<file path="config.mk">
export PLATFORM = sky130hd
export DESIGN_NAME = simd_alu
export DESIGN_NICKNAME = d
export VERILOG_FILES = /design/src/verilog/simd_alu_pkg.sv /design/src/verilog/simd_alu.sv /design/src/verilog/result_stage.sv /design/src/verilog/lane_shifter.sv /design/src/verilog/lane_array.sv /design/src/verilog/alu_lane.sv
export VERILOG_INCLUDE_DIRS = /design/src /design/src/verilog
export SDC_FILE = /design/constraint.sdc
export NUM_CORES = 2
export LEC_CHECK = 0
export ABC_CLOCK_PERIOD_IN_PS = 24800
export CAP_MARGIN = 20
export CORE_MARGIN = 4
export CORE_UTILIZATION = 27
export DETAILED_ROUTE_END_ITERATION = 6
export DONT_BUFFER_PORTS = 1
export SYNTH_ARGS = -nofsm -noshare
export SYNTH_HDL_FRONTEND = slang
export SYNTH_SLANG_ARGS = --single-unit
export TNS_END_PERCENT = 50
</file>
<file path="constraint.sdc">
create_clock -name clk -period 24.8 [get_ports clk]
set_clock_uncertainty 0.05 [all_clocks]
set_input_delay 4.96 -clock clk [delete_from_list [all_inputs] [get_ports clk]]
set_output_delay 4.96 -clock clk [all_outputs]
set_load 0.005 [all_outputs]
</file>
<file path="src/verilog/simd_alu_consts.svh">
`ifndef SIMD_ALU_CONSTS_SVH
`define SIMD_ALU_CONSTS_SVH

// operand and result width
`define SIMD_DATA_WIDTH 64

// one lane is a byte
`define SIMD_LANE_WIDTH 8

// lanes across the datapath
`define SIMD_LANE_COUNT 8

// bits needed to number a lane
`define SIMD_LANE_INDEX_WIDTH 3

`endif
</file>
<file path="src/verilog/simd_alu_pkg.sv">
`default_nettype none

package simd_alu_pkg;

	// opcode encoding, any code not listed gives a zero result
	typedef enum logic [3:0]
	{
		op_add = 4'd0,
		op_sub = 4'd1,
		op_slt = 4'd2,
		op_and = 4'd3,
		op_orr = 4'd4,
		op_xor = 4'd5,
		op_shl = 4'd6,
		op_shr = 4'd7,
		op_inv = 4'd8,
		op_not = 4'd9
	} alu_op_e;

	// element size the 64-bit operands are split into
	typedef enum logic [1:0]
	{
		sz_8 = 2'd0,
		sz_16 = 2'd1,
		sz_32 = 2'd2,
		sz_64 = 2'd3
	} lane_size_e;

endpackage

`default_nettype wire

</file>
<file path="src/verilog/simd_alu.sv">
`timescale 1ns/100ps
`default_nettype none
`include "simd_alu_consts.svh"

module simd_alu
	import simd_alu_pkg::*;
(
	input logic clk,
	input logic rst_n,
	input logic op_valid,
	input logic [`SIMD_DATA_WIDTH-1:0] a,
	input logic [`SIMD_DATA_WIDTH-1:0] b,
	input alu_op_e oper,
	input lane_size_e lane_size,
	input logic signedness,
	output logic [`SIMD_DATA_WIDTH-1:0] result,
	output logic result_valid
);

	logic [`SIMD_DATA_WIDTH-1:0] lane_data;
	logic [`SIMD_DATA_WIDTH-1:0] compare_result;
	logic [`SIMD_DATA_WIDTH-1:0] shl_data;
	logic [`SIMD_DATA_WIDTH-1:0] shr_data;

	// add, sub, compare and bitwise ops
	lane_array i_lane_array (
		.a(a),
		.b(b),
		.oper(oper),
		.lane_size(lane_size),
		.signedness(signedness),
		.lane_data(lane_data),
		.compare_result(compare_result)
	);

	lane_shifter i_lane_shifter (
		.a(a),
		.b(b),
		.lane_size(lane_size),
		.signedness(signedness),
		.shl_data(shl_data),
		.shr_data(shr_data)
	);

	// the only registers in the design
	result_stage i_result_stage (
		.clk(clk),
		.rst_n(rst_n),
		.op_valid(op_valid),
		.oper(oper),
		.lane_size(lane_size),
		.a(a),
		.lane_data(lane_data),
		.compare_result(compare_result),
		.shl_data(shl_data),
		.shr_data(shr_data),
		.result(result),
		.result_valid(result_valid)
	);

endmodule

`default_nettype wire

</file>
<file path="src/verilog/result_stage.sv">
`timescale 1ns/100ps
`default_nettype none
`include "simd_alu_consts.svh"

module result_stage
	import simd_alu_pkg::*;
(
	input logic clk,
	input logic rst_n,
	input logic op_valid,
	input alu_op_e oper,
	input lane_size_e lane_size,
	input logic [`SIMD_DATA_WIDTH-1:0] a,
	input logic [`SIMD_DATA_WIDTH-1:0] lane_data,
	input logic [`SIMD_DATA_WIDTH-1:0] compare_result,
	input logic [`SIMD_DATA_WIDTH-1:0] shl_data,
	input logic [`SIMD_DATA_WIDTH-1:0] shr_data,
	output logic [`SIMD_DATA_WIDTH-1:0] result,
	output logic result_valid
);

	logic [`SIMD_DATA_WIDTH-1:0] not_by_size [4];
	logic [`SIMD_DATA_WIDTH-1:0] not_data;
	logic [`SIMD_DATA_WIDTH-1:0] next_result;

	// logical not, 1 in bit 0 of each element of a that is zero
	for (genvar s = 0; s <= int'(sz_64); s++)
	begin : g_not_size
		localparam int elem_width = `SIMD_LANE_WIDTH << s;

		for (genvar e = 0; e < `SIMD_DATA_WIDTH / elem_width; e++)
		begin : g_elem
			assign not_by_size[s][e * elem_width +: elem_width] =
				{{(elem_width - 1){1'b0}}, ~|a[e * elem_width +: elem_width]};
		end
	end

	assign not_data = not_by_size[lane_size];

	always_comb
	begin
		case (oper)
		op_add, op_sub, op_and, op_orr, op_xor, op_inv:
		begin
			next_result = lane_data;
		end
		op_slt:
		begin
			next_result = compare_result;
		end
		op_shl:
		begin
			next_result = shl_data;
		end
		op_shr:
		begin
			next_result = shr_data;
		end
		op_not:
		begin
			next_result = not_data;
		end
		default:
		begin
			next_result = '0;
		end
		endcase
	end

	// result holds between operations
	always_ff @(posedge clk)
	begin
		if (!rst_n)
		begin
			result <= '0;
			result_valid <= 1'b0;
		end
		else
		begin
			result_valid <= op_valid;
			if (op_valid)
			begin
				result <= next_result;
			end
		end
	end

endmodule

`default_nettype wire

</file>
<file path="src/verilog/lane_shifter.sv">
`timescale 1ns/100ps
`default_nettype none
`include "simd_alu_consts.svh"

module lane_shifter
	import simd_alu_pkg::*;
(
	input logic [`SIMD_DATA_WIDTH-1:0] a,
	input logic [`SIMD_DATA_WIDTH-1:0] b,
	input lane_size_e lane_size,
	input logic signedness,
	output logic [`SIMD_DATA_WIDTH-1:0] shl_data,
	output logic [`SIMD_DATA_WIDTH-1:0] shr_data
);

	// one full-width result per element size
	logic [`SIMD_DATA_WIDTH-1:0] shl_by_size [4];
	logic [`SIMD_DATA_WIDTH-1:0] shr_by_size [4];

	for (genvar s = 0; s <= int'(sz_64); s++)
	begin : g_size
		localparam int elem_width = `SIMD_LANE_WIDTH << s;
		localparam int elem_count = `SIMD_DATA_WIDTH / elem_width;
		localparam int amt_bits = $clog2(elem_width);

		for (genvar e = 0; e < elem_count; e++)
		begin : g_elem
			logic [elem_width-1:0] value;
			logic [elem_width-1:0] amount;
			logic [amt_bits-1:0] amt;
			logic in_range;
			logic fill;
			logic [elem_width-1:0] lsr_val;
			logic [elem_width-1:0] asr_val;

			assign value = a[e * elem_width +: elem_width];
			assign amount = b[e * elem_width +: elem_width];
			assign amt = amount[amt_bits-1:0];

			// any bit above the low log2(W) bits means W or more
			assign in_range = ~|amount[elem_width-1:amt_bits];
			assign fill = signedness & value[elem_width-1];

			assign lsr_val = value >> amt;
			// kept apart so the shift stays signed
			assign asr_val = $signed(value) >>> amt;

			assign shl_by_size[s][e * elem_width +: elem_width] =
				in_range ? (value << amt) : '0;
			assign shr_by_size[s][e * elem_width +: elem_width] =
				in_range ? (signedness ? asr_val : lsr_val)
				: {elem_width{fill}};
		end
	end

	always_comb
	begin
		shl_data = shl_by_size[lane_size];
		shr_data = shr_by_size[lane_size];
	end

endmodule

`default_nettype wire

</file>
<file path="src/verilog/lane_array.sv">
`timescale 1ns/100ps
`default_nettype none
`include "simd_alu_consts.svh"

module lane_array
	import simd_alu_pkg::*;
(
	input logic [`SIMD_DATA_WIDTH-1:0] a,
	input logic [`SIMD_DATA_WIDTH-1:0] b,
	input alu_op_e oper,
	input lane_size_e lane_size,
	input logic signedness,
	output logic [`SIMD_DATA_WIDTH-1:0] lane_data,
	output logic [`SIMD_DATA_WIDTH-1:0] compare_result
);

	logic [`SIMD_LANE_COUNT-1:0] carry_in;
	logic [`SIMD_LANE_COUNT-1:0] carry_out;
	logic [`SIMD_LANE_COUNT-1:0] less_signed;
	logic [`SIMD_LANE_COUNT-1:0] less_bit;

	// lane 0 always starts an element, so its chain input is a don't care
	assign carry_in = {carry_out[`SIMD_LANE_COUNT-2:0], 1'b0};

	for (genvar i = 0; i < `SIMD_LANE_COUNT; i++)
	begin : g_lane
		alu_lane #(
			.LANE_INDEX(i)
		) i_alu_lane (
			.a(a[i * `SIMD_LANE_WIDTH +: `SIMD_LANE_WIDTH]),
			.b(b[i * `SIMD_LANE_WIDTH +: `SIMD_LANE_WIDTH]),
			.carry_in(carry_in[i]),
			.oper(oper),
			.lane_size(lane_size),
			.data(lane_data[i * `SIMD_LANE_WIDTH +: `SIMD_LANE_WIDTH]),
			.carry_out(carry_out[i]),
			.less_signed(less_signed[i])
		);
	end

	// no carry out of a + ~b + 1 means a < b unsigned
	assign less_bit = signedness ? less_signed : ~carry_out;

	// only the top lane of each element holds the full compare
	always_comb
	begin
		compare_result = '0;
		case (lane_size)
		sz_8:
		begin
			for (int k = 0; k < `SIMD_LANE_COUNT; k++)
			begin
				compare_result[k * `SIMD_LANE_WIDTH] = less_bit[k];
			end
		end
		sz_16:
		begin
			for (int k = 0; k < `SIMD_LANE_COUNT / 2; k++)
			begin
				compare_result[k * 2 * `SIMD_LANE_WIDTH] = less_bit[2 * k + 1];
			end
		end
		sz_32:
		begin
			for (int k = 0; k < `SIMD_LANE_COUNT / 4; k++)
			begin
				compare_result[k * 4 * `SIMD_LANE_WIDTH] = less_bit[4 * k + 3];
			end
		end
		default:
		begin
			compare_result[0] = less_bit[`SIMD_LANE_COUNT-1];
		end
		endcase
	end

endmodule

`default_nettype wire

</file>
<file path="src/verilog/alu_lane.sv">
`timescale 1ns/100ps
`default_nettype none
`include "simd_alu_consts.svh"

module alu_lane
	import simd_alu_pkg::*;
#(
	parameter int LANE_INDEX = 0
)
(
	input logic [`SIMD_LANE_WIDTH-1:0] a,
	input logic [`SIMD_LANE_WIDTH-1:0] b,
	input logic carry_in,
	input alu_op_e oper,
	input lane_size_e lane_size,
	output logic [`SIMD_LANE_WIDTH-1:0] data,
	output logic carry_out,
	output logic less_signed
);

	localparam logic [`SIMD_LANE_INDEX_WIDTH-1:0] lane_idx =
		LANE_INDEX[`SIMD_LANE_INDEX_WIDTH-1:0];

	logic first_lane;
	logic is_subtract;
	logic actual_carry;
	logic [`SIMD_LANE_WIDTH-1:0] b_eff;
	logic [`SIMD_LANE_WIDTH:0] sum;

	// lowest lane of an element starts its own chain
	always_comb
	begin
		case (lane_size)
		sz_8:
		begin
			first_lane = 1'b1;
		end
		sz_16:
		begin
			first_lane = (lane_idx[0] == 1'b0);
		end
		sz_32:
		begin
			first_lane = (lane_idx[1:0] == 2'b00);
		end
		default:
		begin
			first_lane = (lane_idx == '0);
		end
		endcase
	end

	assign is_subtract = (oper == op_sub) || (oper == op_slt);

	// a - b is done as a + ~b + 1
	assign actual_carry = first_lane ? is_subtract : carry_in;
	assign b_eff = is_subtract ? ~b : b;
	assign sum = {1'b0, a} + {1'b0, b_eff}
		+ {{`SIMD_LANE_WIDTH{1'b0}}, actual_carry};

	always_comb
	begin
		data = '0;
		carry_out = 1'b0;
		case (oper)
		op_add, op_sub, op_slt:
		begin
			data = sum[`SIMD_LANE_WIDTH-1:0];
			carry_out = sum[`SIMD_LANE_WIDTH];
		end
		op_and:
		begin
			data = a & b;
		end
		op_orr:
		begin
			data = a | b;
		end
		op_xor:
		begin
			data = a ^ b;
		end
		op_inv:
		begin
			data = ~a;
		end
		default:
		begin
			data = '0;
		end
		endcase
	end

	// differing signs decide directly, otherwise the sign of the difference
	assign less_signed = (a[`SIMD_LANE_WIDTH-1] ^ b[`SIMD_LANE_WIDTH-1])
		? a[`SIMD_LANE_WIDTH-1] : sum[`SIMD_LANE_WIDTH-1];

endmodule

`default_nettype wire

</file>
==> metrics.csv <==
metric,value,unit
outcome,"complete, but fails checks",
violations,"design-rule violations, max-slew violations",
yosysTopAreaCellShare,0.1493,
fin_util,0.2829,
ys_types,91,
holdPathStages,2,
r2r-start,i_result_stage.result[2],
via_per_inst,7.372,
async_flop_share,0,
hpwl,173800,um
drc_errors,7,
avgSynthCellArea,7.159,um^2
die_x,362.5,um
cts_setup_buffers,0,
synth-seq-area-share,0.03834,
comb_power_share,0.714,
drtIter0Drc,8549,
layout.nets,4660,
clockRootBuffer,clkbuf_16,
grt_max_degree,235,
drv_slew,2,
crit_top_cell,fa_1,
antenna_found_initial,23,
clock_power_share,0.166,
cp_slowest_stage_delay,0.72,ns
crit_path_start,oper[3],
clock_latency,0.40,ns
synth_fa_ha_area_frac,0.07963,
layout-drive-gt1-share,0.1289,
p_total,0.9440,mW
pwr-share-seq,0.120,
die_area,0.1314,mm^2
yosysMostFrequentCell,nand2_1,
synthCells,4741,
totalWireLength,244100,um
dr.pass1.iters,7,
cts_resized,0,
hp-start,i_result_stage.result[53],
fmax,44.10,MHz
max_slew_margin,-0.09973,
synth-simple-area-share,0.1938,
placed_area,0.03477,mm^2
path_max_fanout,11,
core,0.1243,mm^2
yosys-mux-area-fraction,0.2645,
powerDensity,26.85,mW/mm^2
cp.required,25.08,ns
p_switching,0.5007,mW
rr_worst_depth,4,
avgRoutedWirePerCell,40.81,um
grt_use_total,0.3515,
fin_area,0.03516,mm^2
h-tree-depth,3,
ios,203,
setup_viol,0,
syn-num-nets,5086,
die_y,362.5,um
syn_area,0.03394,mm^2
crit_arrival,22.96,ns
period_share,0.9143,
synth_edf_count,0,
gp_congestion,1.069,
clockBufferDepth,2,
synth_top_family_by_area,compound AO/OA/AOI/OAI gates,
synth_area_leader_cell,mux4_2,
worstHoldPathType,reg2reg,
hold_viol_final,0,
grt_pass1_vias,39620,
period_minus_slack,22.67,ns
leakage,12.45,nW
tns,0,ns
gr-total-overflow,0,
synthTopCellsByCount,"nand2_1 (489), nor2_1 (415), clkbuf_1 (397), a21oi_1 (389), o21ai_0 (352)",
internal-power,0.4433,mW
vias,44090,
cap_violations,0,
r2r_end,i_result_stage.result[2],
ys_ff_latch,65,
endpoint_kind,flop,
numCtsBuffers,9,
hold_path_end,i_result_stage.result[53],
ant_nets,0,
worstMarginPinSlew,1.650,ns
switching_share,0.5304,
synth_compound_area_frac,0.3176,
rsz0062_at_grt,false,
cts_sinks,65,
peakVddDrop,24.69,uV
critPathKind,in2reg,
area_delta_synth_final,3.605,%
synth_warnings,0,
placement_rows,129,
ctsHoldBuffers,0,
clk_pin_slew,0.08,ns
initial_utilization,0.2731,
synth_area_leaders,"mux4_2 (15%), mux2i_1 (7.4%), ha_1 (7.1%), a21oi_1 (5.7%), nand2_1 (5.4%)",
slowest_stage,o32ai_1,
synthXorXnorAreaFrac,0.02632,
grt_pass1_wl,332300,um
cts_tree,done,
ys.flop_type,dfxtp_1,
port_buffers,0,
reg2reg_slack,22.99,ns
critPathLaunchType,input pin,
-- metal layers --
layer,GRT usage,share of wire,up-vias
li1,-,-,17280
met1,0.4320,0.36,21410
met2,0.4908,0.39,4350
met3,0.1694,0.17,1048
met4,0.2156,0.081,6
met5,0.003994,0.00016,-
-- critical path, delay by kind of cell --
kind | cells | cell delay [ns]
XOR/XNOR | 1 | 0.22
AND/OR/NAND/NOR | 12 | 1.58
adder cells (fa/ha/maj) | 15 | 7.42
AO/OA/AOI/OAI | 38 | 8.71
-- final cells by class --
cell class	count	area, um^2
Clock buffer	10	239.0
Sequential cell	65	1301
Multi-Input combinational cell	3982	30090
Fill cell	13690	89120
Tap cell	1637	2048
Clock inverter	6	67.56
Timing Repair Buffer	105	788.3
Antenna cell	24	60.06
Inverter	152	571.8
-- cell families (layout without fill, tap and decap cells) --
kind of cell / count (synthesis) / after routing
xor gates and xnor gates: 102 / 102
buffers and inverters: 694 / 273
AOI/OAI and AO/OA: 1637 / 1637
adders and majority gates: 207 / 207
and+or+nand+nor: 1436 / 1436
other: 0 / 24
muxes: 600 / 600
DFF: 65 / 65
-- state kept, by name, indices dropped and copies added (netlist names) --
register,count
i_result_stage.result,64
i_result_stage.result_valid,1
-- metrics by stage --
step                setup slack, ns  cells  hold slack (ns)
finish                        2.126   5981           0.5690
global route                  1.151   5957           0.5920
CTS                           2.775   5954           0.5434
detailed placement            2.451   5938           0.5297
global placement              2.425   5936           0.5287
floorplan                     4.195   4741           0.3960
-- layout by cell type (no fill, tap or decap), drive strengths merged, types with 77 or more instances in the layout --
cell	count
a21oi	389
buf	103
nor3	127
xnor2	91
mux2	124
o211ai	111
a211oi	105
ha	192
a31oi	96
o22ai	77
nand3	119
o21ai	356
inv	144
nor2	416
mux2i	251
mux4	225
nand2	489
-- power by group through the flow --
stage	clock, mW	combinational, mW	sequential [mW]
2_1_floorplan	0	0.489	0.111
3_3_place_gp	0	0.634	0.115
3_5_place_dp	0	0.631	0.115
4_1_cts	0.153	0.635	0.113
5_1_grt	0.156	0.694	0.114
6_report	0.157	0.674	0.113
-- worst max-delay path by stage --
stage / slack, ns / to
finish: 2.13 / i_result_stage.result[32]
global placement: 2.42 / i_result_stage.result[32]
global route: 1.15 / i_result_stage.result[32]
detailed placement: 2.45 / i_result_stage.result[32]
CTS: 2.78 / i_result_stage.result[32]
floorplan: 4.20 / i_result_stage.result[32]
Note: power is estimated with default switching activity, not from simulation.
